### src/dot_cfg_pkg.sv
// ====================
// Dot-product engine configuration
// Word width, vector length, pipeline latency and result buffer depth
// ====================

package dot_cfg_pkg;

   // ====================
   // Datapath
   // ====================

   // Bits per operand and per result, all arithmetic wraps at this width
   localparam int word_width = 16;

   // Words gathered into one vector, taken as adjacent pairs
   localparam int n_operands = 8;

   // Cycles from vec_valid to result_valid
   localparam int mac_latency = 4;

   // ====================
   // Flow control
   // ====================

   // Result slots in the output buffer, also the starting credit
   localparam int fifo_depth = 4;

   // Derived index widths
   localparam int idx_width = $clog2(n_operands);
   localparam int ptr_width = $clog2(fifo_depth);

endpackage

### src/dot_types_pkg.sv
// ====================
// Dot-product engine data types
// ====================

package dot_types_pkg;

   // One operand or one result
   typedef logic [dot_cfg_pkg::word_width-1:0] word_t;

   // Full operand vector, pairs are (0,1) (2,3) (4,5) (6,7)
   typedef word_t operand_vec_t [dot_cfg_pkg::n_operands];

   // Credit count
   // Must hold every value from 0 up to fifo_depth inclusive
   typedef logic [$clog2(dot_cfg_pkg::fifo_depth+1)-1:0] credit_t;

   // Buffer occupancy uses the same range as the credit count

endpackage

### src/dot_engine.sv
// ====================
// Streaming dot-product engine, top level
// Loader, MAC pipeline and result buffer between two four-phase ports
// ====================

`timescale 1ns/1ns

module dot_engine (
   input  logic                 clk,
   input  logic                 rst,
   input  logic                 in_req,
   input  dot_types_pkg::word_t in_data,
   output logic                 in_ack,
   output logic                 out_req,
   output dot_types_pkg::word_t out_data,
   input  logic                 out_ack
);

   // Loader to pipeline
   dot_types_pkg::operand_vec_t vec;
   logic                        vec_valid;

   // Pipeline to buffer
   dot_types_pkg::word_t        result;
   logic                        result_valid;

   // Buffer back to loader
   logic                        credit_return;

   // Input side, holds the credit count
   operand_loader u_loader (
      .clk           (clk),
      .rst           (rst),
      .in_req        (in_req),
      .in_data       (in_data),
      .in_ack        (in_ack),
      .credit_return (credit_return),
      .vec           (vec),
      .vec_valid     (vec_valid)
   );

   // Fixed-latency datapath
   mac_pipeline u_mac (
      .clk          (clk),
      .rst          (rst),
      .vec          (vec),
      .vec_valid    (vec_valid),
      .result       (result),
      .result_valid (result_valid)
   );

   // Output side
   result_fifo u_fifo (
      .clk           (clk),
      .rst           (rst),
      .result        (result),
      .result_valid  (result_valid),
      .out_req       (out_req),
      .out_data      (out_data),
      .out_ack       (out_ack),
      .credit_return (credit_return)
   );

endmodule

### src/mac_pipeline.sv
// ====================
// Multiply and adder-tree pipeline
// Four registered stages, every stage wraps modulo 2^word_width
// ====================

`timescale 1ns/1ns

module mac_pipeline (
   input  logic                        clk,
   input  logic                        rst,
   input  dot_types_pkg::operand_vec_t vec,
   input  logic                        vec_valid,
   output dot_types_pkg::word_t        result,
   output logic                        result_valid
);

   // Stage registers
   dot_types_pkg::operand_vec_t  in_r;
   dot_types_pkg::word_t         mult_r [dot_cfg_pkg::n_operands/2];
   dot_types_pkg::word_t         add_r  [dot_cfg_pkg::n_operands/4];
   dot_types_pkg::word_t         sum_r;

   // Valid travels beside the data
   logic [dot_cfg_pkg::mac_latency-1:0] valid_sr;

   // ====================
   // Datapath
   // ====================

   // Never stalls, so the data stages run every cycle
   always_ff @(posedge clk) begin
      // Stage 1, capture the vector
      in_r <= vec;

      // Stage 2, pair products truncated to word width
      for (int i = 0; i < dot_cfg_pkg::n_operands/2; i++) begin
         mult_r[i] <= in_r[2*i] * in_r[2*i+1];
      end

      // Stage 3, first adder level
      for (int i = 0; i < dot_cfg_pkg::n_operands/4; i++) begin
         add_r[i] <= mult_r[2*i] + mult_r[2*i+1];
      end

      // Stage 4, final adder
      sum_r <= add_r[0] + add_r[1];
   end

   assign result = sum_r;

   // ====================
   // Valid delay line
   // ====================

   // Bit 0 lines up with stage 1, top bit with the final sum
   always_ff @(posedge clk or posedge rst) begin
      if (rst) begin
         valid_sr <= '0;
      end else begin
         valid_sr <= {valid_sr[dot_cfg_pkg::mac_latency-2:0], vec_valid};
      end
   end

   assign result_valid = valid_sr[dot_cfg_pkg::mac_latency-1];

endmodule

### src/operand_loader.sv
// ====================
// Operand loader
// Four-phase word receiver that gathers vectors and issues them on credit
// ====================

`timescale 1ns/1ns

module operand_loader (
   input  logic                        clk,
   input  logic                        rst,
   input  logic                        in_req,
   input  dot_types_pkg::word_t        in_data,
   output logic                        in_ack,
   input  logic                        credit_return,
   output dot_types_pkg::operand_vec_t vec,
   output logic                        vec_valid
);

   // Receive handshake states
   // Ack is high exactly while waiting for req to be released
   typedef enum logic {
      st_wait_req,
      st_wait_rel
   } state_t;

   state_t                                 state;
   logic [dot_cfg_pkg::idx_width-1:0]      idx;
   dot_types_pkg::credit_t                 credit_cnt;
   dot_types_pkg::operand_vec_t            vec_r;
   logic                                   last_word;
   logic                                   have_credit;
   logic                                   accept;
   logic                                   issue;

   // ====================
   // Accept decode
   // ====================

   // Slot index of the final word in a vector
   assign last_word   = (idx == dot_cfg_pkg::idx_width'(dot_cfg_pkg::n_operands - 1));
   assign have_credit = (credit_cnt != '0);

   // Ordinary words go straight through
   // Final word waits until a result slot is guaranteed downstream
   assign accept = (state == st_wait_req) && in_req && (!last_word || have_credit);
   assign issue  = accept && last_word;

   assign in_ack = (state == st_wait_rel);

   // ====================
   // Handshake FSM
   // ====================

   always_ff @(posedge clk or posedge rst) begin
      if (rst) begin
         state <= st_wait_req;
      end else begin
         case (state)
            st_wait_req: begin
               // Ack rises on the next edge
               if (accept) begin
                  state <= st_wait_rel;
               end
            end
            st_wait_rel: begin
               // Drop ack one cycle after req is seen low
               if (!in_req) begin
                  state <= st_wait_req;
               end
            end
            default: state <= st_wait_req;
         endcase
      end
   end

   // Word slot counter, wraps after the final word
   always_ff @(posedge clk or posedge rst) begin
      if (rst) begin
         idx <= '0;
      end else if (accept) begin
         if (last_word) begin
            idx <= '0;
         end else begin
            idx <= idx + 1'b1;
         end
      end
   end

   // Operand storage, written by slot
   // Last word lands on the same edge that raises vec_valid
   always_ff @(posedge clk) begin
      if (accept) begin
         vec_r[idx] <= in_data;
      end
   end

   assign vec = vec_r;

   // One-cycle issue strobe
   always_ff @(posedge clk or posedge rst) begin
      if (rst) begin
         vec_valid <= 1'b0;
      end else begin
         vec_valid <= issue;
      end
   end

   // ====================
   // Credit counter
   // ====================

   // Issue and return may coincide, then the count holds
   always_ff @(posedge clk or posedge rst) begin
      if (rst) begin
         credit_cnt <= dot_types_pkg::credit_t'(dot_cfg_pkg::fifo_depth);
      end else begin
         case ({issue, credit_return})
            2'b10:   credit_cnt <= credit_cnt - 1'b1;
            2'b01:   credit_cnt <= credit_cnt + 1'b1;
            default: credit_cnt <= credit_cnt;
         endcase
      end
   end

endmodule

### src/result_fifo.sv
// ====================
// Result buffer
// Circular buffer with four-phase sender and credit return on each pop
// ====================

`timescale 1ns/1ns

module result_fifo (
   input  logic                 clk,
   input  logic                 rst,
   input  dot_types_pkg::word_t result,
   input  logic                 result_valid,
   output logic                 out_req,
   output dot_types_pkg::word_t out_data,
   input  logic                 out_ack,
   output logic                 credit_return
);

   // Sender states
   // st_req drives out_req, st_rel waits for the receiver to drop ack
   typedef enum logic [1:0] {
      st_idle,
      st_req,
      st_rel
   } state_t;

   state_t                               state;
   dot_types_pkg::word_t                 mem [dot_cfg_pkg::fifo_depth];
   logic [dot_cfg_pkg::ptr_width-1:0]    wr_ptr;
   logic [dot_cfg_pkg::ptr_width-1:0]    rd_ptr;
   dot_types_pkg::credit_t               count;
   logic                                 push;
   logic                                 pop;

   // Credits upstream keep pushes from ever finding the buffer full
   assign push = result_valid;

   // Pop when the receiver acknowledges the head entry
   assign pop = (state == st_req) && out_ack;

   // ====================
   // Storage
   // ====================

   always_ff @(posedge clk) begin
      if (push) begin
         mem[wr_ptr] <= result;
      end
   end

   // Head entry, stable until its pop
   assign out_data = mem[rd_ptr];

   always_ff @(posedge clk or posedge rst) begin
      if (rst) begin
         wr_ptr <= '0;
         rd_ptr <= '0;
         count  <= '0;
      end else begin
         if (push) begin
            wr_ptr <= wr_ptr + 1'b1;
         end
         if (pop) begin
            rd_ptr <= rd_ptr + 1'b1;
         end
         case ({push, pop})
            2'b10:   count <= count + 1'b1;
            2'b01:   count <= count - 1'b1;
            default: count <= count;
         endcase
      end
   end

   // ====================
   // Sender FSM
   // ====================

   always_ff @(posedge clk or posedge rst) begin
      if (rst) begin
         state <= st_idle;
      end else begin
         case (state)
            st_idle: begin
               // Start a send once data is held and ack has settled low
               if ((count != '0) && !out_ack) begin
                  state <= st_req;
               end
            end
            st_req: begin
               if (out_ack) begin
                  state <= st_rel;
               end
            end
            st_rel: begin
               if (!out_ack) begin
                  state <= st_idle;
               end
            end
            default: state <= st_idle;
         endcase
      end
   end

   assign out_req = (state == st_req);

   // One credit back to the loader per delivered result
   always_ff @(posedge clk or posedge rst) begin
      if (rst) begin
         credit_return <= 1'b0;
      end else begin
         credit_return <= pop;
      end
   end

endmodule

### config.mk
export PLATFORM = sky130hd
export DESIGN_NAME = dot_engine
export DESIGN_NICKNAME = d
export VERILOG_FILES = /design/src/dot_cfg_pkg.sv /design/src/dot_types_pkg.sv /design/src/dot_engine.sv /design/src/mac_pipeline.sv /design/src/operand_loader.sv /design/src/result_fifo.sv
export SDC_FILE = /design/constraint.sdc
export NUM_CORES = 1
export LEC_CHECK = 0
export BUFFER_PORTS_ARGS = -buffer_cell sky130_fd_sc_hd__clkbuf_2
export CAP_MARGIN = 20
export CORE_AREA = 3 3 237 239
export DETAILED_ROUTE_END_ITERATION = 16
export DIE_AREA = 0 0 240 242
export PLACE_DENSITY = 0.71
export SLEW_MARGIN = 30
export SYNTH_ARGS = -nofsm -noshare
export SYNTH_HDL_FRONTEND = slang
export SYNTH_SLANG_ARGS = --single-unit
### constraint.sdc
create_clock -name clk -period 7.3 [get_ports clk]
set_clock_uncertainty 0.05 [all_clocks]
set_input_delay 1.095 -clock clk [delete_from_list [all_inputs] [get_ports clk]]
set_output_delay 1.095 -clock clk [all_outputs]
set_load 0.02 [all_outputs]
* Yosys cells after proc, flatten, opt, wreduce, memory -nomap -nowiden
Memory sizes are Yosys's and may differ from the RTL's.
Index checks and enable logic that the tools add are counted.
** Storage, ports and cells
- Bits in registers :: 294
- RAM bits :: 160
- Memories :: 3
** Memory list
- u_fifo.mem :: words 4, width 16, read ports 1, clocked after memory_dff 0, write ports 1, line result_fifo.sv:28 : dot_types_pkg::word_t mem [dot_cfg_pkg::fifo_depth];
- u_mac.mult_r :: words 4, width 16, read ports 4, clocked after memory_dff 0, write ports 4, line mac_pipeline.sv:19 : dot_types_pkg::word_t mult_r [dot_cfg_pkg::n_operands/2];
- u_mac.add_r :: words 2, width 16, read ports 2, clocked after memory_dff 0, write ports 2, line mac_pipeline.sv:20 : dot_types_pkg::word_t add_r [dot_cfg_pkg::n_operands/4];
** Cells by class
- Add/sub/neg operators :: 10
- Multiply operators :: 4
- $lt $le $gt $ge :: 2
- Equal/unequal tests :: 10
- Multiplexer cells :: 15
- Bitwise operators :: 2
- Reduce and logical (&&, ||, !) cells :: 15
** Operators with widths (count)
- 128-bit bitwise mux :: 1
- 16-bit by 16-bit multiplier with 16-bit output :: 4
- 16-bit adder :: 3
- 16-bit demux with 3-bit select :: 1
- 16-bit two-way mux :: 1
- 3-bit one-hot mux with 2 select lines :: 2
- 3-bit by 1-bit adder with 3-bit output (second input constant) :: 3
- 2-bit by 1-bit equality test with 1-bit output (second input constant) :: 3
- 2-bit equality test (second input constant) :: 3
- 1-bit logical AND :: 6
- 2-bit two-way mux :: 3
- 2-bit one-hot mux with 3 select lines :: 1
- 3-bit nonzero test :: 2
- 3-bit by 1-bit subtractor with 3-bit output (second input constant) :: 2
- 2-bit by 1-bit adder with 2-bit output (second input constant) :: 2
- 4-bit >= comparator (second input constant) :: 1
- 4-bit by 1-bit less-than comparator with 1-bit output (second input constant) :: 1
- 1-bit two-way mux :: 4
- 2-bit by 1-bit != test with 1-bit output (second input constant) :: 2
- 3-bit NOT with 4-bit output :: 1
- 2-bit nonzero test :: 2
- 3-bit equality test (second input constant) :: 1
- 3-bit two-way mux :: 1
- 3-bit AND reduction :: 1
- 6 further kinds :: 7

* Logic depth before layout (Yosys ltp)
Gate-level depths: netlist of the first run.
- Word-level depth :: 7
- Depth in mapped cells :: 20

* Hierarchy
Synthesis of the first run repeated with hierarchy kept, for this count alone.
** Unflattened totals
- Cell total of the unflattened synthesis :: 2667
- Area, all modules :: 29816.1 um^2
** Modules (own cells, without submodules)
- mac_pipeline :: times used 1, cells an instance 2369, area each 22635.5 um^2, seq. area each 4904.7 um^2
- operand_loader :: times used 1, cells an instance 170, area each 4324.1 um^2, seq. area each 4045.1 um^2
- result_fifo :: times used 1, cells an instance 128, area each 2856.5 um^2, seq. area each 2172.1 um^2

* Worst setup path before layout of the first run
No wires, ideal clock.
- Path kind :: reg2reg
- From :: reg u_mac.in_r[1] (netlist bit)
- To :: mem u_mac.mult_r[3][14] (netlist bit)
- Setup time :: 0.115 ns
- Data arrival time :: 5.127 ns
- Data required time :: 7.135 ns
- Slack :: 2.007 ns
- Stages on the path, launching flop included :: 17
- Clock period less this slack :: 5.293 ns
- Path through :: dfxtp_1 -> clkbuf_1 -> nand2_1 -> fa_1 -> fa_1 -> fa_1 -> inv_1 -> fa_1 -> fa_1 -> inv_1 -> fa_1 -> inv_1 -> ha_1 -> a21o_1 -> a21o_1 -> or4_1 -> and3_1
** RTL lines
- start, declared :: line mac_pipeline.sv:18 : dot_types_pkg::operand_vec_t in_r;
- start signal, assigned :: line mac_pipeline.sv:33 : in_r <= vec;
- end, declared :: line mac_pipeline.sv:19

==> summary by stage, run 1 <==
Status
The run finished with clean final reports.

Detailed routing
The final wirelength is 61.3 mm. In the final routed layout, each cell accounts on average for 17.7 um. The number of optimization iterations in the first detailed-route pass is 5. Detailed routing inserted a total of 18400 vias. The first routing iteration left 1080 violations. The detailed-route DRC error count is 0.

The post-detailed-route count of antenna-violating nets is 0. The post-detailed-route via-to-cell ratio is 5.31.

STA
The accumulated negative setup slack is 0 ns. The final count of hold timing violations was 0. The worst relative slew slack is 42.4%.

Setup repair after global routing left no endpoint under its margin. The worst path uses 76.9% of the clock period. Once routing completed, OpenROAD measured the worst setup slack at 1.68 ns.

The max-slew violation total from the final report is 0. The achievable clock frequency is 178 MHz. Setup violations remaining at the end of the flow were counted as 0. At the pin with the least slew margin, the transition time is 0.864 ns. The minimum clock period is 5.62 ns.

Cells and area
Of the cells placed in the final design, the portion with a size suffix greater than 1 is 5.64%. The number of nets at the end of the flow is 3320. The antenna diode instance count is 0. The signed area change from the synthesized netlist to the final layout is 7.92%. Measured on the finished design, the core utilization comes to 59.6%.

After routing the design area is 0.0322 mm2.

Yosys
A synthesized cell averages 11.1 um2. The synthesized net count is 3292. For this run, asynchronously set or reset flops after synthesis account for 4.85%.

Counting flops with a built-in enable in the synthesized netlist gives 192. The mapped netlist covers 0.0298 mm2. The count of state elements after synthesis is 454. During synthesis, Yosys emitted a total of 0 warnings. The post-synthesis instance total is 2698.

Sequential elements use 37.3% of the synthesized area. The count of distinct cell types in the synthesized netlist is 63. Among all flip-flop cells after synthesis, the most frequent one is sky130_fd_sc_hd__dfxtp_1.

Global route
The maximum number of pins on one net before global-route repair is 23. For this run, the total global-route usage over all layers was measured as 22.0%. The initial antenna violation count is 1.

The first global-routing pass estimated 101 mm of wire. The via count of the first global-routing pass was 19600. The remaining global-route overflow is 0.

Power and ir drop
Power comes to 15.3 mW. Power spread over the standard cell area amounts to 474 mW/mm2. The largest voltage drop on the vdd net is 400 uV.

For this design the static power due to leakage is 14.5 nW.

Place
At the end of routability-driven placement, the weighted congestion stood at 0.874. The pre-CTS setup slack is 1.74 ns. The half-perimeter wire length after detailed placement is 47.5 mm.

Once placement finished, the instance area stood at 0.0307 mm2. The number of port buffers is 37.

Clock network
In this run the deepest clock path goes through 3 buffers. TritonCTS built the clock tree. The clock drives 454 sinks. TritonCTS created 46 clock buffers. Post-CTS timing repair inserted 0 buffers for setup. Hold repair after CTS inserted 0 buffers. The H-tree generated during clock tree synthesis spans 2 levels. The root buffer cell chosen for the clock tree is sky130_fd_sc_hd__clkbuf_16. Post-CTS repair changed the size of 0 cells.

After clock tree synthesis, the clock-pin slew on the worst setup and hold paths is 0.07 ns. The clock latency of the later-clocked register in the worst-skew pair is 0.58 ns.

Setup path
The worst flop-to-flop path startpoint is u_mac.in_r[1]. The endpoint identified for the worst register-to-register timing path is u_mac.mult_r[3][14]. The critical path starts at u_mac.in_r[1]. The length in cells of the worst reg-to-reg path is 16.

STA puts the critical path data arrival time at 6.08 ns. The worst register-to-register path has a setup slack of 1.68 ns. The worst path required time is 7.76 ns. The startpoint type of the worst setup path is a register.

Along the worst path, the maximum fanout reaches 15. The start-to-end type of the worst setup path is register to register. STA classifies the critical path endpoint as a register.

Floorplan
For this design the top-level I/O count stands at 38. The area of the core is 0.0540 mm2. The die footprint is 0.0581 mm2. The die boundary height is 242 um.

The effective utilization at floorplan is 55.2%. The number of cell rows is 85. The horizontal die dimension is 240 um.

Min path
The endpoint with the worst hold slack is u_mac.in_r[10]. In this run the most critical hold path is launched from u_loader.vec[10]. The worst hold path belongs to the class register to register. The number of cells on the worst hold path is 0.

Job
Max-cap violations in this run came to 0.
-- routing by layer --
metal,global-route usage (%),part of all wire [%],vias to the layer above
li1,-,-,8537
met5,0,0,-
met2,37.1,49,498
met4,6.15,2.7,0
met3,2.76,4.7,115
met1,29.9,44,9210
-- power breakdown --
group,switching [mW],total (mW),internal (mW)
Combinational,5.12,9.29,4.18
Clock,0.982,2.31,1.33
Sequential,0.388,3.67,3.29
Total,6.49,15.3,8.79
-- sequential cells by signal, summed over array words and instances, names as in the netlist, 4 cells and up --
| signal | count |
|---|---|
| u_mac.in_r | 128 |
| u_mac.result | 16 |
| u_loader.vec | 128 |
| u_mac.mult_r | 64 |
| u_mac.valid_sr | 4 |
| u_mac.add_r | 32 |
| u_fifo.mem | 64 |
-- layout make-up --
type	count	area, um2
fillers	4339	21800
multi-input cells	1708	16700
flip-flops and latches	454	11100
inverters	471	1770
clock buffers	65	1260
well taps	696	871
repair buffers	45	245
clock inverters	21	225
-- worst max-delay path: stages (launching register included) --
cell and delay [ns]:
sky130_fd_sc_hd__dfxtp_1 0.63, sky130_fd_sc_hd__nand2_1 0.15, sky130_fd_sc_hd__fa_1 0.53, sky130_fd_sc_hd__fa_1 0.53, sky130_fd_sc_hd__fa_1 0.52, sky130_fd_sc_hd__inv_1 0.06, sky130_fd_sc_hd__fa_1 0.49, sky130_fd_sc_hd__fa_1 0.49
sky130_fd_sc_hd__inv_1 0.05, sky130_fd_sc_hd__fa_1 0.47, sky130_fd_sc_hd__inv_1 0.04, sky130_fd_sc_hd__ha_1 0.37, sky130_fd_sc_hd__o21a_1 0.21, sky130_fd_sc_hd__o21a_1 0.20, sky130_fd_sc_hd__and3_1 0.19, sky130_fd_sc_hd__a2111oi_0 0.37
sky130_fd_sc_hd__and3_1 0.20
-- kinds of logic after synthesis --
group           after synthesis  share of synthesized area [%]
compound gates              175                           3.98
buf+inv                     536                           6.77
mux                          22                           1.43
simple gates                736                           12.4
xor+xnor                    201                           5.90
fa+ha+maj                   574                           32.2
flops                       454                           37.3
-- placed cells by master (no fill, tap or decap), drive strengths merged, types with 43 or more instances in the layout --
master | netlist | final
edfxtp | 192 | 192
nand2 | 305 | 305
inv | 471 | 477
a21oi | 56 | 56
xor2 | 43 | 43
clkbuf | 59 | 102
and2 | 277 | 277
dfxtp | 240 | 240
nor2 | 53 | 53
fa | 325 | 325
ha | 249 | 249
xnor2 | 158 | 158
-- how the worst max path moves through the flow --
stage,to,slack (ns),cells after the start
2_1_floorplan,u_mac.mult_r[3][14],2.01,16
5_1_grt,u_mac.mult_r[3][14],1.42,16
3_5_place_dp,u_mac.mult_r[3][14],1.74,16
3_3_place_gp,u_mac.mult_r[3][14],1.89,15
6_report,u_mac.mult_r[3][14],1.68,16
4_1_cts,u_mac.mult_r[3][14],1.72,16
-- metrics by stage --
stage               std cells  hold WS [ns]
floorplan                2698         0.273
global placement         3374         0.274
detailed placement       3374         0.277
CTS                      3460         0.277
global route             3460         0.293
finish                   3460         0.279
-- Yosys cell counts, drive strengths merged (18+ instances only) --
master	instances	area share, %
xnor2	158	4.6
clkbuf	59	0.75
and2	277	5.8
inv	471	5.9
xor2	43	1.3
a21oi	56	1.1
dfxtp	240	16
o21a	18	0.45
dfrtp	21	1.8
edfxtp	192	19
o21ai	29	0.49
nand2	305	3.8
nor2	53	0.67
nor3	22	0.39
fa	325	22
ha	249	10
a21o	24	0.60
Note: power is estimated with default switching activity, not from simulation.
==> run 2, diff against run 1 <==
==> constraint.sdc (replaced) <==
create_clock -name clk -period 5.5 [get_ports clk]
set_clock_uncertainty 0.05 [all_clocks]
set_input_delay 0.825 -clock clk [delete_from_list [all_inputs] [get_ports clk]]
set_output_delay 0.825 -clock clk [all_outputs]
set_load 0.02 [all_outputs]
==> run 2 against run 1 <==
Design area up 1.2%. Register-to-register slack worse by 1.5 ns. Flip-flop and latch count did not move. Global-route usage is 0.35 points higher. Largest cell class unchanged. Highest routed layer unchanged. Wire length grew 0.79%. Non-clock buffer count grew 20. Final cell count increased by 0.61%. Critical endpoint is now u_mac.mult_r[1][14]. Utilization rose by 0.69 points. Clock power grew 45%.
==> summary by stage, run 2 (synthesis gave the netlist of run 1 again) <==
Status
The flow ran to the end, and the final reports show no timing, DRC or antenna violations.

Global route
The first-pass GRT wire length is 103 mm. The remaining global-route overflow is 0. The via count of the first global-routing pass came to 19800. The initial antenna violation count was 0. Entering global routing, the biggest net connects 23 pins. Global routing used 22.3% of the available tracks across all layers.

Floorplan
The floorplan has 85 rows. The die covers 0.0581 mm2. Pin placement for this block handled 38 I/O pins. The core region is 0.0540 mm2.

The effective utilization at floorplan is 55.2%. From left edge to right edge, the die measures 240 um. The floorplan step set the die height to 242 um.

Place
During placement, the flow inserted port buffers numbering 37. The pre-CTS setup slack is 0.00549 ns. The placer congestion estimate is 0.852. Once detailed placement completed, the half-perimeter wirelength came to 48.0 mm.

Detailed routing
The final wirelength is 61.8 mm. The final route contains 18300 vias. The post-detailed-route count of antenna-violating nets is 0. Dividing the detail-routed wire length by the instance count gives 17.7 um. The initial detailed-routing violation count is 1167. The number of optimization iterations in the first detailed-route pass is 5. Using the TritonRoute via totals, the vias-per-cell ratio works out to 5.24. The detailed-route DRC error count is 0.

Cells and area
The commonest non-fill, non-tap cell in the layout is sky130_fd_sc_hd__inv_1. The multi-input combinational cell area is 0.0167 mm2. At the end of the flow the core is filled with cells to 60.3%.

0 antenna diodes ended up in the layout. The fraction of final layout cells sized beyond drive strength 1 is 7.83%. In the final layout, flip-flops and latches occupy 0.0112 mm2.

For this run, the post-layout net count is 3341. Fill cells in the final layout number 4378. In the layout the commonest cells are sky130_fd_sc_hd__inv_1, sky130_fd_sc_hd__fa_1, sky130_fd_sc_hd__nand2_1. From synthesis to final layout, the design area changed by 9.16%.

Setup path
The cell repeated most along the worst path is sky130_fd_sc_hd__fa_1. STA classifies the critical path startpoint as a register. The worst path required time is 5.92 ns. In this run the worst path has a maximum fanout of 9.

The worst register-to-register path has a setup slack of 0.20 ns. In this design, the stage delay of the slowest critical-path cell is 0.54 ns. The count of buffer and inverter cells on the critical path is 5. STA classifies the critical path endpoint as a register. On the critical path, the stage with the largest delay is an instance of sky130_fd_sc_hd__fa_1. The signal on the critical path passes through buf_4, and2_1, fa_1, inv_1, fa_1, fa_1, fa_1, inv_1, fa_1, inv_1, fa_1, inv_1, ha_1, a21o_1, a21o_1, or4_1, and3_1. By startpoint and endpoint, the worst setup path is classified as register to register. Among cell families on the critical path, the largest total delay comes from adder cells.

The endpoint arrival time on the critical path is 5.72 ns.

STA
At the pin with the least slew margin, the transition time is 0.804 ns. The final-layout worst hold slack is 0.251 ns. The count of final setup violators is 0. For the finished layout, the period the worst path requires is 5.30 ns. The final count of hold timing violations is 0. Timing would allow up to 189 MHz.

In the post-route analysis, the smallest setup slack over all paths is 0.204 ns. The max-slew violation total from the final report is 0. The worst relative slew slack is 46.4%.

The period utilization is 96.3%.

Clock network
The cell at the root of the clock tree is sky130_fd_sc_hd__clkbuf_16. The total setup buffers inserted after CTS is 0. The number of gates resized after CTS was 1. Counting along the longest clock path gives a buffer depth of 3.

The clock tree from TritonCTS is built. The clock slew at the register clock pins of the worst setup and hold paths is 0.07 ns. Buffers inserted during clock tree synthesis total 47. At the later pin of the worst-skew pair, clock insertion delay measures 0.57 ns.

The count of hold-fix buffers inserted at cts is 0. The maximum level of the CTS H-tree is 2. The clock net in this run drives a total of 454 sinks.

Job
The count of maximum capacitance violations is 0.

Min path
The path class of the tightest hold or removal check is input port to async pin.

Power and ir drop
The power density over the cells is 644 mW/mm2. Across the VDD grid, the largest voltage drop is 532 uV. The static leakage power is 14.7 nW.
==> run 2: cell type report <==
type | count | share of cell area, %
Timing Repair Buffer | 65 | 1.23
Sequential cell | 454 | 34.3
Tap cell | 696 | 2.67
Clock inverter | 34 | 1.13
Clock buffer | 53 | 3.88
Inverter | 471 | 5.43
Multi-Input combinational cell | 1708 | 51.4
==> run 2: power by group <==
part	total, mW	internal [mW]	leakage, nW	switching, mW
sequential	4.88	4.36	4.03	0.515
clock	3.34	1.96	0.796	1.38
combinational	12.8	5.82	9.85	6.94
total	21.0	12.1	14.7	8.83
==> run 2: routing by layer <==
metal | routed length, um | GRT usage, % | vias to the layer above
met5 | 0 | 0 | -
li1 | - | - | 8577
met1 | 27300 | 30.6 | 9153
met2 | 29600 | 36.7 | 411
met4 | 2130 | 7.50 | 0
met3 | 2770 | 3.10 | 113
==> run 2: path summary, 6_finish.rpt <==
path / from / end / depth (start not counted)
max: u_mac.in_r[65] / u_mac.mult_r[1][14] / 17
min: rst / u_fifo.count[0] / 2
max reg2reg: u_mac.in_r[65] / u_mac.mult_r[1][14] / 17
min reg2reg: u_loader.vec[21] / u_mac.in_r[21] / 0
max in group asynchronous: rst / u_fifo.rd_ptr[0] / 2
min in group clk: u_loader.vec[21] / u_mac.in_r[21] / 0
==> run 2: per-stage QoR <==
stage                     instance area, um2  setup TNS, ns  instances  total power, mW
after CTS                              32500              0       3481             20.8
after floorplan                        29800              0       2698             14.3
after global placement                 30900              0       3394             16.9
final                                  32600              0       3481             21.0
after global routing                   32600       -0.00266       3481             23.0
after detailed placement               30900              0       3394             17.3
==> run 3, diff against run 2 <==
--- a/config.mk
+++ b/config.mk
@@ -10,7 +10,7 @@
 export CORE_AREA = 3 3 237 239
 export DETAILED_ROUTE_END_ITERATION = 16
 export DIE_AREA = 0 0 240 242
-export PLACE_DENSITY = 0.71
+export PLACE_DENSITY = 0.69
 export SLEW_MARGIN = 30
 export SYNTH_ARGS = -nofsm -noshare
 export SYNTH_HDL_FRONTEND = slang
==> run 3 against run 2 <==
Wire length barely moved. Global-route usage is 0.12 points lower. Register-to-register slack barely moved. Final cell count up 0.11%. Non-clock buffer count increased by 7. Die area is the same. Maximum frequency about the same. Power down 1.7%. Sequential share of layout area grew 0.13 points. Critical path type unchanged. Critical endpoint is now u_mac.mult_r[3][14]. Largest cell class unchanged. Largest power group unchanged. Highest routed layer unchanged.
==> summary by stage, run 3 (synthesis gave the netlist of run 1 again) <==
Detailed routing
The post-detailed-route via-to-cell ratio is 5.17. The via count of the routed design is 18000. The detailed-route DRC error count is 0. The post-detailed-route count of antenna-violating nets is 0. The number of optimization iterations in the first detailed-route pass is 7. The first routing iteration left 990 violations. After detailed routing, the average wire length per cell comes to 17.7 um. After detailed routing, the total wire length is 61.8 mm.

Min path
The min-delay analysis places its worst path in the category input port to async pin.

Global route
The remaining global-route overflow is 0. The first global-routing pass estimated 102 mm of wire. The maximum number of pins on one net before global-route repair is 23. The total routing usage reported by global routing is 22.2%. The initial antenna violation count was 0. The via count of the first global-routing pass was 19200.

Setup path
By startpoint and endpoint, the worst setup path is classified as register to register. The critical path contains buffers and inverters numbering 4 combined. The critical path goes through and2_1, fa_1, inv_1, fa_1, inv_1, fa_1, fa_1, fa_1, inv_1, fa_1, inv_1, ha_1, o21a_1, o21a_1, and3_1, a2111oi_1, and3_1.

The cell repeated most along the worst path is sky130_fd_sc_hd__fa_1. The most critical setup path has its startpoint at u_mac.in_r[6]. The cell family contributing the most delay on the critical path is adder cells. For this design, the slowest cell found on the critical path is sky130_fd_sc_hd__fa_1. The endpoint class of the critical path is a register. The startpoint type of the worst setup path is a register. The worst flop-to-flop path startpoint is u_mac.in_r[6]. The largest stage delay on the critical path is 0.52 ns. Along the worst path, the maximum fanout reaches 10. The endpoint arrival time on the critical path is 5.75 ns. STA puts the critical path data required time at 5.95 ns.

Clock network
The maximum level of the CTS H-tree is 2. The later pin in the worst-skew pair is clocked with a latency of 0.57 ns. The number of CTS-inserted buffers is 45. For this design, the CTS-stage hold fixing added 0 buffers.

The clock slew at the register clock pins of the worst setup and hold paths is 0.06 ns. The clock net in this run drives a total of 454 sinks. The tree is rooted in a sky130_fd_sc_hd__clkbuf_16. TritonCTS built the clock tree. The maximum number of buffers from clock root to sink is 3.

STA
Setup violations remaining at the end of the flow were counted as 0. The worst path meets setup with 0.201 ns of slack. The period utilization is 96.3%. The max-slew violation total from the final report is 0.

The final count of hold timing violations came to 0. The slew at the pin closest to its max-slew limit is 0.833 ns. The achievable clock frequency is 189 MHz. The worst relative slew slack is 44.5%. The minimum clock period is 5.30 ns.

Place
The number of port buffers is 37. The placed instances occupy a cell area of 0.0309 mm2. The placer congestion estimate is 0.877. The HPWL after detailed placement is 49.4 mm.

The pre-CTS setup slack is 0.0452 ns.

Cells and area
The top cell types in the final layout, fill and taps aside, are sky130_fd_sc_hd__inv_1, sky130_fd_sc_hd__fa_1, sky130_fd_sc_hd__nand2_1. The final standard cell area without fillers is 0.0325 mm2. The signed area change from the synthesized netlist to the final layout is 8.88%. The fraction of final layout cells sized beyond drive strength 1 is 8.14%. The number of antenna diodes in the final layout is 0. After filler insertion, the fill cell instance count of the layout stands at 4475.

The library cell used most frequently in the layout, excluding fill and tap cells, is sky130_fd_sc_hd__inv_1. After the last flow step, the layout net total stands at 3346.

Floorplan
Row generation in the floorplan step produced 85 rows. For this configuration, the core starts out at a cell density of 55.2%. In this run the standard cell core region covers 0.0540 mm2. The die boundary height is 242 um.

The boundary pin count is 38. The die footprint is 0.0581 mm2. In this run the horizontal extent of the chip is 240 um.

Power and ir drop
The power density over the cells is 635 mW/mm2. VDD sags by at most 462 uV. The static leakage power is 14.6 nW.

Job
The count of maximum capacitance violations is 0.

Status
The run finished with clean final reports.
## run 3: layout make-up
class	instances	area, um2	share of cell area, %
clock inverter	19	213	0.655
clock buffer	65	1270	3.92
sequential	454	11200	34.4
multi-input combinational	1708	16700	51.5
tap	696	871	2.68
inverter	471	1770	5.44
timing repair buffer	72	448	1.38
## run 3: final timing paths
| path | to | slack [ns] | depth (start not counted) |
|---|---|---|---|
| worst max-delay path | u_mac.mult_r[3][14] | 0.20 | 17 |
| worst min-delay path | u_fifo.state[1] | 0.25 | 2 |
| worst max register to register | u_mac.mult_r[3][14] | 0.20 | 17 |
| worst min register to register | u_mac.in_r[20] | 0.29 | 0 |
| max in group asynchronous | u_fifo.rd_ptr[0] | 4.74 | 2 |
| min in group clk | u_mac.in_r[20] | 0.29 | 0 |
## run 3: per-layer routing
metal,vias up,global-route usage (%),wire length (um)
met5,-,0,0
met4,0,5.57,1710
met3,81,3.35,3610
met2,465,37.0,29600
met1,8897,30.6,26900
li1,8586,-,-
## run 3: timing repair
action	4_1_cts	5_1_grt
buffers inserted	0	0
setup endpoints to repair	0	8
gates resized for setup	0	45
## run 3: through the flow
step	utilization, %	TNS (ns)	hold slack [ns]	std cells	total power, mW
final	60.1	0	0.249	3485	20.6
after detailed placement	57.2	0	0.277	3401	17.5
after global placement	57.2	0	0.273	3401	17.1
after global routing	60.1	-0.00481	0.280	3485	22.7
after CTS	60.0	0	0.246	3485	20.7
after floorplan	-	0	0.273	2698	14.3
## run 3: power by group
group	total, mW	switching [mW]	internal (mW)
Clock	3.03	1.25	1.77
Combinational	12.7	6.95	5.78
Sequential	4.87	0.502	4.36
Total	20.6	8.70	11.9
